==> config.mk <==
export PLATFORM = sky130hd
export DESIGN_NAME = atc_top
export DESIGN_NICKNAME = d
export VERILOG_FILES = /design/src/source/atc_pkg.sv /design/src/source/atc_top.sv /design/src/source/reply_sender.sv /design/src/source/request_interpreter.sv /design/src/source/runway_tracker.sv /design/src/source/sync_fifo.sv
export SDC_FILE = /design/constraint.sdc
export NUM_CORES = 1
export LEC_CHECK = 0
export BUFFER_PORTS_ARGS = -buffer_cell sky130_fd_sc_hd__buf_2
export CORE_ASPECT_RATIO = 1.1
export CORE_MARGIN = 2
export CORE_UTILIZATION = 50
export DETAILED_ROUTE_END_ITERATION = 10
export PLACE_DENSITY_LB_ADDON = 0.08
export SYNTH_ARGS = -nofsm -noshare
export SYNTH_HDL_FRONTEND = slang
export SYNTH_SLANG_ARGS = --single-unit
==> constraint.sdc <==
create_clock -name clock -period 2.7 [get_ports clock]
set_input_delay 0.27 -clock clock [delete_from_list [all_inputs] [get_ports clock]]
set_output_delay 0.27 -clock clock [all_outputs]
set_load 0.1 [all_outputs]
==> src/source/atc_pkg.sv <==
//////////////////////////////////////////////////////////////////////
// Shared definitions for the airfield tower controller
// Message field types, reply and request type codes, runway constants
//////////////////////////////////////////////////////////////////////

package atc_pkg;

  //////////////////////////////////////////////////////////////////////
  // Widths and counts
  //////////////////////////////////////////////////////////////////////

  // Message layout is {plane id, type, action}, msb first
  localparam int message_width = 9;

  // Two runways, fixed by the design
  localparam int runway_count = 2;

  //////////////////////////////////////////////////////////////////////
  // Field types
  //////////////////////////////////////////////////////////////////////

  typedef logic [message_width-1:0] message_t;
  typedef logic [3:0]               plane_id_t;
  typedef logic [2:0]               msg_type_t;
  typedef logic [1:0]               msg_action_t;

  // One active flag per runway
  typedef logic [runway_count-1:0]  runway_mask_t;

  //////////////////////////////////////////////////////////////////////
  // Type codes
  //////////////////////////////////////////////////////////////////////

  // Inbound
  localparam msg_type_t type_request    = 3'b000;
  localparam msg_type_t type_declare    = 3'b001;

  // Outbound replies
  localparam msg_type_t type_clear      = 3'b100;
  localparam msg_type_t type_hold       = 3'b101;
  localparam msg_type_t type_say_again  = 3'b110;
  localparam msg_type_t type_divert     = 3'b111;

endpackage : atc_pkg
==> src/source/atc_top.sv <==
//////////////////////////////////////////////////////////////////////
// Tower controller top level
// Request queue, request interpreter and reply sender in a chain
//////////////////////////////////////////////////////////////////////

`timescale 1ns/1ps

module atc_top
  import atc_pkg::*;
#(
  parameter int request_depth  = 4,
  parameter int aircraft_depth = 4,
  parameter int reply_depth    = 4
) (
  input  logic         clock,
  input  logic         reset,
  input  message_t     message_in,
  input  logic         message_valid,
  output logic         busy,
  output message_t     message_out,
  output logic         message_send,
  input  logic         ready_to_send,
  output runway_mask_t runway_active
);

  // Request queue to interpreter
  message_t request_word;
  logic     request_read;
  logic     request_empty;

  // Interpreter to reply sender
  message_t reply_word;
  logic     reply_write;
  logic     reply_full;

  // Strobes arriving while full are dropped by the queue
  sync_fifo #(.width(message_width), .depth(request_depth)) request_queue (
    .clock(clock),
    .reset(reset),
    .write(message_valid),
    .read(request_read),
    .data_in(message_in),
    .data_out(request_word),
    .full(busy),
    .empty(request_empty)
  );

  request_interpreter #(.aircraft_depth(aircraft_depth)) interpreter (
    .clock(clock),
    .reset(reset),
    .request_word(request_word),
    .request_empty(request_empty),
    .request_read(request_read),
    .reply_full(reply_full),
    .reply_word(reply_word),
    .reply_write(reply_write),
    .runway_active(runway_active)
  );

  reply_sender #(.reply_depth(reply_depth)) sender (
    .clock(clock),
    .reset(reset),
    .reply_write(reply_write),
    .ready_to_send(ready_to_send),
    .reply_word(reply_word),
    .reply_full(reply_full),
    .message_out(message_out),
    .message_send(message_send)
  );

endmodule : atc_top

==> src/source/reply_sender.sv <==
//////////////////////////////////////////////////////////////////////
// Reply sender
// Reply FIFO and the transmit sequencer
//////////////////////////////////////////////////////////////////////

`timescale 1ns/1ps

module reply_sender
  import atc_pkg::*;
#(
  parameter int reply_depth = 4
) (
  input  logic     clock,
  input  logic     reset,
  input  logic     reply_write,
  input  logic     ready_to_send,
  input  message_t reply_word,
  output logic     reply_full,
  output message_t message_out,
  output logic     message_send
);

  typedef enum logic {
    waiting,
    sending
  } state_t;

  state_t state;
  state_t next_state;
  logic   pop;
  logic   queue_empty;

  //////////////////////////////////////////////////////////////////////
  // Reply queue
  //////////////////////////////////////////////////////////////////////

  // Registered read port holds message_out between sends
  sync_fifo #(.width(message_width), .depth(reply_depth)) reply_queue (
    .clock(clock),
    .reset(reset),
    .write(reply_write),
    .read(pop),
    .data_in(reply_word),
    .data_out(message_out),
    .full(reply_full),
    .empty(queue_empty)
  );

  //////////////////////////////////////////////////////////////////////
  // Transmit sequencer
  //////////////////////////////////////////////////////////////////////

  always_comb begin
    next_state   = state;
    pop          = 1'b0;
    message_send = 1'b0;
    case (state)
      waiting: begin
        if (ready_to_send && !queue_empty) begin
          pop        = 1'b1;
          next_state = sending;
        end
      end
      sending: begin
        // Popped word is on message_out now
        message_send = 1'b1;
        next_state   = waiting;
      end
      default: next_state = waiting;
    endcase
  end

  always_ff @(posedge clock) begin
    if (reset) state <= waiting;
    else       state <= next_state;
  end

endmodule : reply_sender

==> src/source/request_interpreter.sv <==
//////////////////////////////////////////////////////////////////////
// Request interpreter
// Request FSM, takeoff and landing queues, runway tracker
// and the reply register
//////////////////////////////////////////////////////////////////////

`timescale 1ns/1ps

module request_interpreter
  import atc_pkg::*;
#(
  parameter int aircraft_depth = 4
) (
  input  logic         clock,
  input  logic         reset,
  input  message_t     request_word,
  input  logic         request_empty,
  output logic         request_read,
  input  logic         reply_full,
  output message_t     reply_word,
  output logic         reply_write,
  output runway_mask_t runway_active
);

  typedef enum logic [2:0] {
    idle,
    interpret,
    queue_reply,
    check_queues,
    clear_plane,
    queue_clear
  } state_t;

  state_t      state;
  state_t      next_state;

  // Request fields
  plane_id_t   request_plane;
  msg_type_t   request_type;
  msg_action_t request_action;

  logic        takeoff_write, takeoff_read, takeoff_full, takeoff_empty;
  logic        landing_write, landing_read, landing_full, landing_empty;
  plane_id_t   takeoff_plane, landing_plane;
  plane_id_t   cleared_plane, tracker_plane;
  logic        lock, unlock, tracker_runway;

  // Alternation between queues, landing first after reset
  logic        landing_turn;
  logic        from_landing;

  logic        load_reply;
  message_t    next_reply;

  assign {request_plane, request_type, request_action} = request_word;

  assign cleared_plane = from_landing ? landing_plane : takeoff_plane;
  assign tracker_plane = (state == clear_plane) ? cleared_plane : request_plane;

  //////////////////////////////////////////////////////////////////////
  // Aircraft queues and runway tracker
  //////////////////////////////////////////////////////////////////////

  sync_fifo #(.width($bits(plane_id_t)), .depth(aircraft_depth)) takeoff_queue (
    .clock(clock), .reset(reset),
    .write(takeoff_write), .read(takeoff_read),
    .data_in(request_plane), .data_out(takeoff_plane),
    .full(takeoff_full), .empty(takeoff_empty)
  );

  sync_fifo #(.width($bits(plane_id_t)), .depth(aircraft_depth)) landing_queue (
    .clock(clock), .reset(reset),
    .write(landing_write), .read(landing_read),
    .data_in(request_plane), .data_out(landing_plane),
    .full(landing_full), .empty(landing_empty)
  );

  runway_tracker tracker (
    .clock(clock), .reset(reset),
    .lock(lock), .unlock(unlock),
    .runway(tracker_runway), .plane_id(tracker_plane),
    .runway_active(runway_active)
  );

  //////////////////////////////////////////////////////////////////////
  // Next state and strobes
  //////////////////////////////////////////////////////////////////////

  always_comb begin
    next_state     = state;
    request_read   = 1'b0;
    takeoff_write  = 1'b0;
    takeoff_read   = 1'b0;
    landing_write  = 1'b0;
    landing_read   = 1'b0;
    lock           = 1'b0;
    unlock         = 1'b0;
    tracker_runway = request_action[0];
    reply_write    = 1'b0;
    load_reply     = 1'b0;
    next_reply     = '0;
    case (state)
      idle: begin
        if (!request_empty) begin
          request_read = 1'b1;
          next_state   = interpret;
        end
      end
      interpret: begin
        next_state = queue_reply;
        load_reply = 1'b1;
        next_reply = {request_plane, type_say_again, 2'b00};
        if (request_type == type_request) begin
          // Action bit 1 selects landing over takeoff
          if (request_action[1] ? landing_full : takeoff_full) begin
            next_reply = {request_plane, type_divert, 2'b00};
          end else begin
            landing_write = request_action[1];
            takeoff_write = !request_action[1];
            next_reply    = {request_plane, type_hold, 2'b00};
          end
        end else if (request_type == type_declare) begin
          // No reply, the release may open a runway
          load_reply = 1'b0;
          unlock     = 1'b1;
          next_state = check_queues;
        end
      end
      queue_reply: begin
        if (!reply_full) begin
          reply_write = 1'b1;
          next_state  = check_queues;
        end
      end
      check_queues: begin
        next_state = idle;
        if (runway_active != {runway_count{1'b1}}) begin
          if (!landing_empty && (takeoff_empty || landing_turn)) begin
            landing_read = 1'b1;
            next_state   = clear_plane;
          end else if (!takeoff_empty) begin
            takeoff_read = 1'b1;
            next_state   = clear_plane;
          end
        end
      end
      clear_plane: begin
        // Runway 0 unless it is taken
        tracker_runway = runway_active[0];
        lock           = 1'b1;
        load_reply     = 1'b1;
        next_reply     = {cleared_plane, type_clear, {1'b0, tracker_runway}};
        next_state     = queue_clear;
      end
      queue_clear: begin
        if (!reply_full) begin
          reply_write = 1'b1;
          next_state  = check_queues;
        end
      end
      default: next_state = idle;
    endcase
  end

  //////////////////////////////////////////////////////////////////////
  // Registers
  //////////////////////////////////////////////////////////////////////

  always_ff @(posedge clock) begin
    if (reset) begin
      state        <= idle;
      landing_turn <= 1'b1;
      from_landing <= 1'b0;
    end else begin
      state <= next_state;
      if (lock) landing_turn <= !landing_turn;
      if (takeoff_read || landing_read) from_landing <= landing_read;
    end
  end

  always_ff @(posedge clock) begin
    if (load_reply) reply_word <= next_reply;
  end

  // check_queues only dequeues while a runway is free
  lock_free_runway: assert property (
    @(posedge clock) disable iff (reset) lock |-> !runway_active[tracker_runway]
  );

endmodule : request_interpreter

==> src/source/runway_tracker.sv <==
//////////////////////////////////////////////////////////////////////
// Runway tracker
// Active flag and owner id per runway, lock and owner-checked unlock
//////////////////////////////////////////////////////////////////////

`timescale 1ns/1ps

module runway_tracker
  import atc_pkg::*;
(
  input  logic         clock,
  input  logic         reset,
  input  logic         lock,
  input  logic         unlock,
  input  logic         runway,
  input  plane_id_t    plane_id,
  output runway_mask_t runway_active
);

  runway_mask_t active;
  plane_id_t    owner [runway_count];

  assign runway_active = active;

  //////////////////////////////////////////////////////////////////////
  // Active flags
  //////////////////////////////////////////////////////////////////////

  always_ff @(posedge clock) begin
    if (reset) begin
      active <= '0;
    end else if (lock) begin
      active[runway] <= 1'b1;
    end else if (unlock && (plane_id == owner[runway])) begin
      // Only the plane holding the runway may release it
      active[runway] <= 1'b0;
    end
  end

  //////////////////////////////////////////////////////////////////////
  // Owner ids
  //////////////////////////////////////////////////////////////////////

  // Owner is recorded alongside the lock
  always_ff @(posedge clock) begin
    if (lock) begin
      owner[runway] <= plane_id;
    end
  end

  // Interpreter issues a lock and an unlock from different states
  lock_unlock_exclusive: assert property (
    @(posedge clock) disable iff (reset) !(lock && unlock)
  );

endmodule : runway_tracker

==> src/source/sync_fifo.sv <==
//////////////////////////////////////////////////////////////////////
// Synchronous FIFO with a registered read port
// Circular buffer with an occupancy count, full and empty flags
//////////////////////////////////////////////////////////////////////

`timescale 1ns/1ps

module sync_fifo
  import atc_pkg::*;
#(
  parameter int width = message_width,
  parameter int depth = 4
) (
  input  logic             clock,
  input  logic             reset,
  input  logic             write,
  input  logic             read,
  input  logic [width-1:0] data_in,
  output logic [width-1:0] data_out,
  output logic             full,
  output logic             empty
);

  localparam int pointer_width = (depth > 1) ? $clog2(depth) : 1;
  localparam int count_width   = $clog2(depth + 1);

  logic [width-1:0]         memory [depth];
  logic [pointer_width-1:0] write_pointer;
  logic [pointer_width-1:0] read_pointer;
  logic [count_width-1:0]   count;
  logic                     do_write;
  logic                     do_read;

  // Wrap at depth, which need not be a power of two
  function automatic logic [pointer_width-1:0] next_pointer(
    input logic [pointer_width-1:0] pointer
  );
    return (pointer == pointer_width'(depth - 1)) ? '0 : pointer + 1'b1;
  endfunction

  assign empty    = (count == 0);
  assign full     = (count == count_width'(depth));
  assign do_read  = read && !empty;
  // A read in the same cycle frees the slot for a write when full
  assign do_write = write && (!full || do_read);

  always_ff @(posedge clock) begin
    if (reset) begin
      write_pointer <= '0;
      read_pointer  <= '0;
      count         <= '0;
    end else begin
      if (do_write) write_pointer <= next_pointer(write_pointer);
      if (do_read)  read_pointer  <= next_pointer(read_pointer);
      case ({do_write, do_read})
        2'b10:   count <= count + 1'b1;
        2'b01:   count <= count - 1'b1;
        default: count <= count;
      endcase
    end
  end

  // Storage and read register
  always_ff @(posedge clock) begin
    if (do_write) memory[write_pointer] <= data_in;
    if (do_read)  data_out <= memory[read_pointer];
  end

  count_within_depth: assert property (
    @(posedge clock) disable iff (reset) count <= count_width'(depth)
  );

endmodule : sync_fifo

==> flow_metrics.py <==
metrics = {
    "synth": {
        "synth.most_common_cell": "edfxtp_1",
        "synth_commonest_cells": "edfxtp_1 (141), nor2_1 (38), dfxtp_1 (36), inv_1 (35), mux4_2 (25)",
        "yosysUniqueCellTypes": 47,
        "async_flop_share": 0,
        "syn_nets": 529,
        "synth_edf_count": 141,
        "synth_largest_area_cell": "edfxtp_1",
        "synth_compound_area_frac": 0.0524,
        "synth_area_sq_mm": 0.00738,
        "ys_ff_latch": 177,
        "synth.top_cell.area_share": 0.574,
        "yosys_warnings": 0,
        "synth_area_leaders": "edfxtp_1 (57%), dfxtp_1 (9.8%), mux4_2 (7.6%)",
        "muxShareOfSynthArea": 0.0980,
        "synth_cells": 488,
        "synth_top_family_by_area": "multiplexers",
        "syn_area_per_cell_sq_um": 15.1,
        "synth_xor_area_frac": 0.0107,
        "synth-simple-area-share": 0.0848,
        "synthAdderAreaFrac": 0.0515,
        "ys_seq_area_frac": 0.671,
        "synth-main-ff-cell": "edfxtp_1",
    },
    "drt": {
        "drt_pass1_iterations": 4,
        "vias": 3848,
        "first_iter_violations": 185,
        "post_drt_wl_per_cell_um": 16.7,
        "drc": 0,
        "drt-total-wl_um": 12200,
        "ant_nets": 0,
        "vias_per_cell": 5.27,
    },
    "timing": {
        "drv_slew": 0,
        "skew_ns": 0.00472,
        "hold_viol": 0,
        "post-route-period-util": 0.963,
        "slew_headroom": 0.506,
        "tightest_slew_ns": 0.741,
        "rsz0062_at_grt": "no",
        "clock.fmax_ghz": 0.385,
        "layout_setup_ws_ns": 0.0995,
        "min_period_ns": 2.60,
        "setup_viol_count_final": 0,
    },
    "grt": {
        "antenna_found_initial": 0,
        "track_usage": 0.171,
        "grt_pass1_vias": 3962,
        "grt_max_degree": 37,
        "grt-ovfl-total": 0,
        "grt_pass1_wl_um": 20300,
    },
    "min_path": {
        "worstHoldEndpoint": "request_queue.memory[2][3]",
        "min_delay_path_depth": 1,
        "min_path_type": "in2reg",
        "hp-start": "message_in[3]",
    },
    "power_and_ir_drop": {
        "p_leak_nw": 2.86,
        "swShare": 0.301,
        "cellPowerDensity_mw_per_mm2": 903,
        "clock_power_share": 0.290,
        "vdd_drop_max_v": 0.000442,
        "combPwrFrac": 0.196,
        "power_frac_seq": 0.513,
        "total_power_w": 0.00750,
        "intPower_w": 0.00524,
        "switching_power_w": 0.00226,
    },
    "worst_setup_path": {
        "worstPathMaxFanout": 10,
        "crit_required_ns": 3.05,
        "crit_path_end_kind": "flop",
        "startpoint_type": "flop",
        "crit_arrival_ns": 2.95,
        "reg2reg_depth": 9,
        "rr_endpoint": "interpreter.takeoff_queue.count[2]",
        "r2r_slack_ns": 0.1,
        "path_class": "reg2reg",
    },
    "layout": {
        "layout-drive-gt1-share": 0.193,
        "diodes": 0,
        "nNetsFinal": 566,
        "multi_input_area_sq_mm": 0.00221,
        "stdcell_count": 730,
        "regArea_sq_mm": 0.00496,
        "area_growth_pct": 12.5,
        "num-fill-cells": 1153,
    },
    "placed_design": {
        "hpwl_um": 8480,
        "port_buffers": 24,
        "post-place-ws_ns": 0.0766,
        "dp_cells": 695,
        "gp_routability_congestion": 0.755,
    },
    "die": {
        "die_h_um": 131,
        "start_util": 0.511,
        "core_sq_mm": 0.0144,
        "pin_count": 26,
        "die_x_um": 120,
        "dieArea_sq_mm": 0.0158,
        "rows": 46,
    },
    "cts": {
        "cts_max_level": 4,
        "clkSinkCount": 177,
        "cts_hold_buf": 0,
        "clk_pin_slew_ns": 0.06,
        "clk_path_buf_depth": 2,
        "cts_tree": "yes",
        "root_buffer": "clkbuf_16",
        "worst_skew_pair.late_latency_ns": 0.43,
        "cts_made_buffers": 17,
    },
    "run_status": {
        "status": "complete, no violations",
    },
    "run": {
        "max-cap-violations": 0,
    },
}
## per-layer routing
metal | GRT usage | routed length (um) | part of all wire | up-vias
li1 | - | - | - | 1882
met1 | 0.200 | 5110 | 0.42 | 1892
met2 | 0.300 | 6570 | 0.54 | 57
met3 | 0.0386 | 307 | 0.025 | 17
met4 | 0.0732 | 223 | 0.018 | 0
met5 | 0 | 0 | 0 | -
## through the flow
| step | util | hold slack [ns] | TNS (ns) | area, sq um |
|---|---|---|---|---|
| finish | 0.575 | 0.0534 | 0 | 8300 |
| global route | 0.575 | 0.0430 | 0 | 8300 |
| CTS | 0.573 | 0.0365 | 0 | 8270 |
| detailed placement | 0.537 | 0.485 | 0 | 7750 |
| floorplan | - | 0.369 | -0.00914 | 7400 |
| global placement | 0.537 | 0.470 | 0 | 7750 |
## how the worst max path moves through the flow
| stage | slack [ns] | endpoint | depth (start not counted) |
|---|---|---|---|
| after global placement | 0.15 | interpreter.takeoff_queue.count[2] | 9 |
| after CTS | 0.05 | interpreter.takeoff_queue.count[2] | 10 |
| after detailed placement | 0.08 | interpreter.takeoff_queue.count[2] | 10 |
| final | 0.1 | interpreter.takeoff_queue.count[2] | 9 |
| after global routing | 0.006 | interpreter.takeoff_queue.count[2] | 9 |
| after floorplan | -0.009 | sender.reply_queue.count[2] | 7 |
## area by class of cell
type / count / area share
Clock buffer: 19 / 0.0522
Clock inverter: 13 / 0.0107
Inverter: 36 / 0.0163
Multi-Input combinational cell: 254 / 0.266
Sequential cell: 177 / 0.598
Tap cell: 192 / 0.0289
Timing Repair Buffer: 39 / 0.0280
## power groups by stage
| stage | registers (W) | logic (W) | clock network [W] |
|---|---|---|---|
| 5_1_grt | 0.00392 | 0.00163 | 0.00233 |
| 4_1_cts | 0.00387 | 0.00149 | 0.00222 |
| 3_5_place_dp | 0.00393 | 0.00148 | 0 |
| 2_1_floorplan | 0.00388 | 0.00107 | 0 |
| 3_3_place_gp | 0.00390 | 0.00145 | 0 |
| 6_report | 0.00385 | 0.00147 | 0.00218 |
## placed cells by master, fill, tap and decap left out, drive strengths merged, types with 6 or more instances in the layout
cell	Yosys	layout
clkinv	0	6
edfxtp	141	141
buf	6	39
xor2	8	8
o21ai	11	11
mux4	25	25
dfxtp	36	36
nand2	18	18
clkbuf	15	19
a21oi	22	22
or3	11	11
mux2i	16	16
and2	16	16
ha	24	24
nor2	38	38
nor3b	8	8
inv	36	38
nor3	8	8
## cell families (layout without fill, tap and decap cells)
kind of cell             count (synthesis)  count (layout)
flip-flops                             177             177
AND/OR/NAND/NOR                        115             115
AO/OA/AOI/OAI                           60              60
buffers and inverters                   57             107
multiplexers                            41              41
adder cells (fa/ha/maj)                 28              28
XOR/XNOR                                 9               9
other                                    1               1
## sequential cells by signal, summed over array words and instances (netlist names), 2 cells and up, named ones only
name / flops
request_queue.write_pointer: 2
request_queue.data_out: 9
request_queue.read_pointer: 2
sender.reply_queue.write_pointer: 2
interpreter.reply_word: 8
interpreter.landing_queue.read_pointer: 2
interpreter.landing_queue.data_out: 4
interpreter.takeoff_queue.memory: 16
sender.reply_queue.count: 3
interpreter.tracker.owner: 8
request_queue.count: 3
interpreter.landing_queue.memory: 16
interpreter.state: 3
interpreter.landing_queue.count: 3
sender.reply_queue.data_out: 8
interpreter.landing_queue.write_pointer: 2
interpreter.takeoff_queue.count: 3
interpreter.takeoff_queue.write_pointer: 2
interpreter.takeoff_queue.read_pointer: 2
sender.reply_queue.memory: 32
request_queue.memory: 36
interpreter.takeoff_queue.data_out: 4
sender.reply_queue.read_pointer: 2
## worst max-delay path: stages (launching register included)
cell and delay (ns):
dfxtp_4 0.38, a2111o_1 0.42, a211o_1 0.35, inv_2 0.09, ha_2 0.18, inv_1 0.06
fa_1 0.42, xor2_1 0.16, or3_1 0.30, a21oi_1 0.16
## what timing repair did
action                     in CTS  in global routing
setup endpoints to repair       0                  2
resized for setup               0                  2
buffers inserted                0                  3
Note: power is estimated with default switching activity, not from simulation.
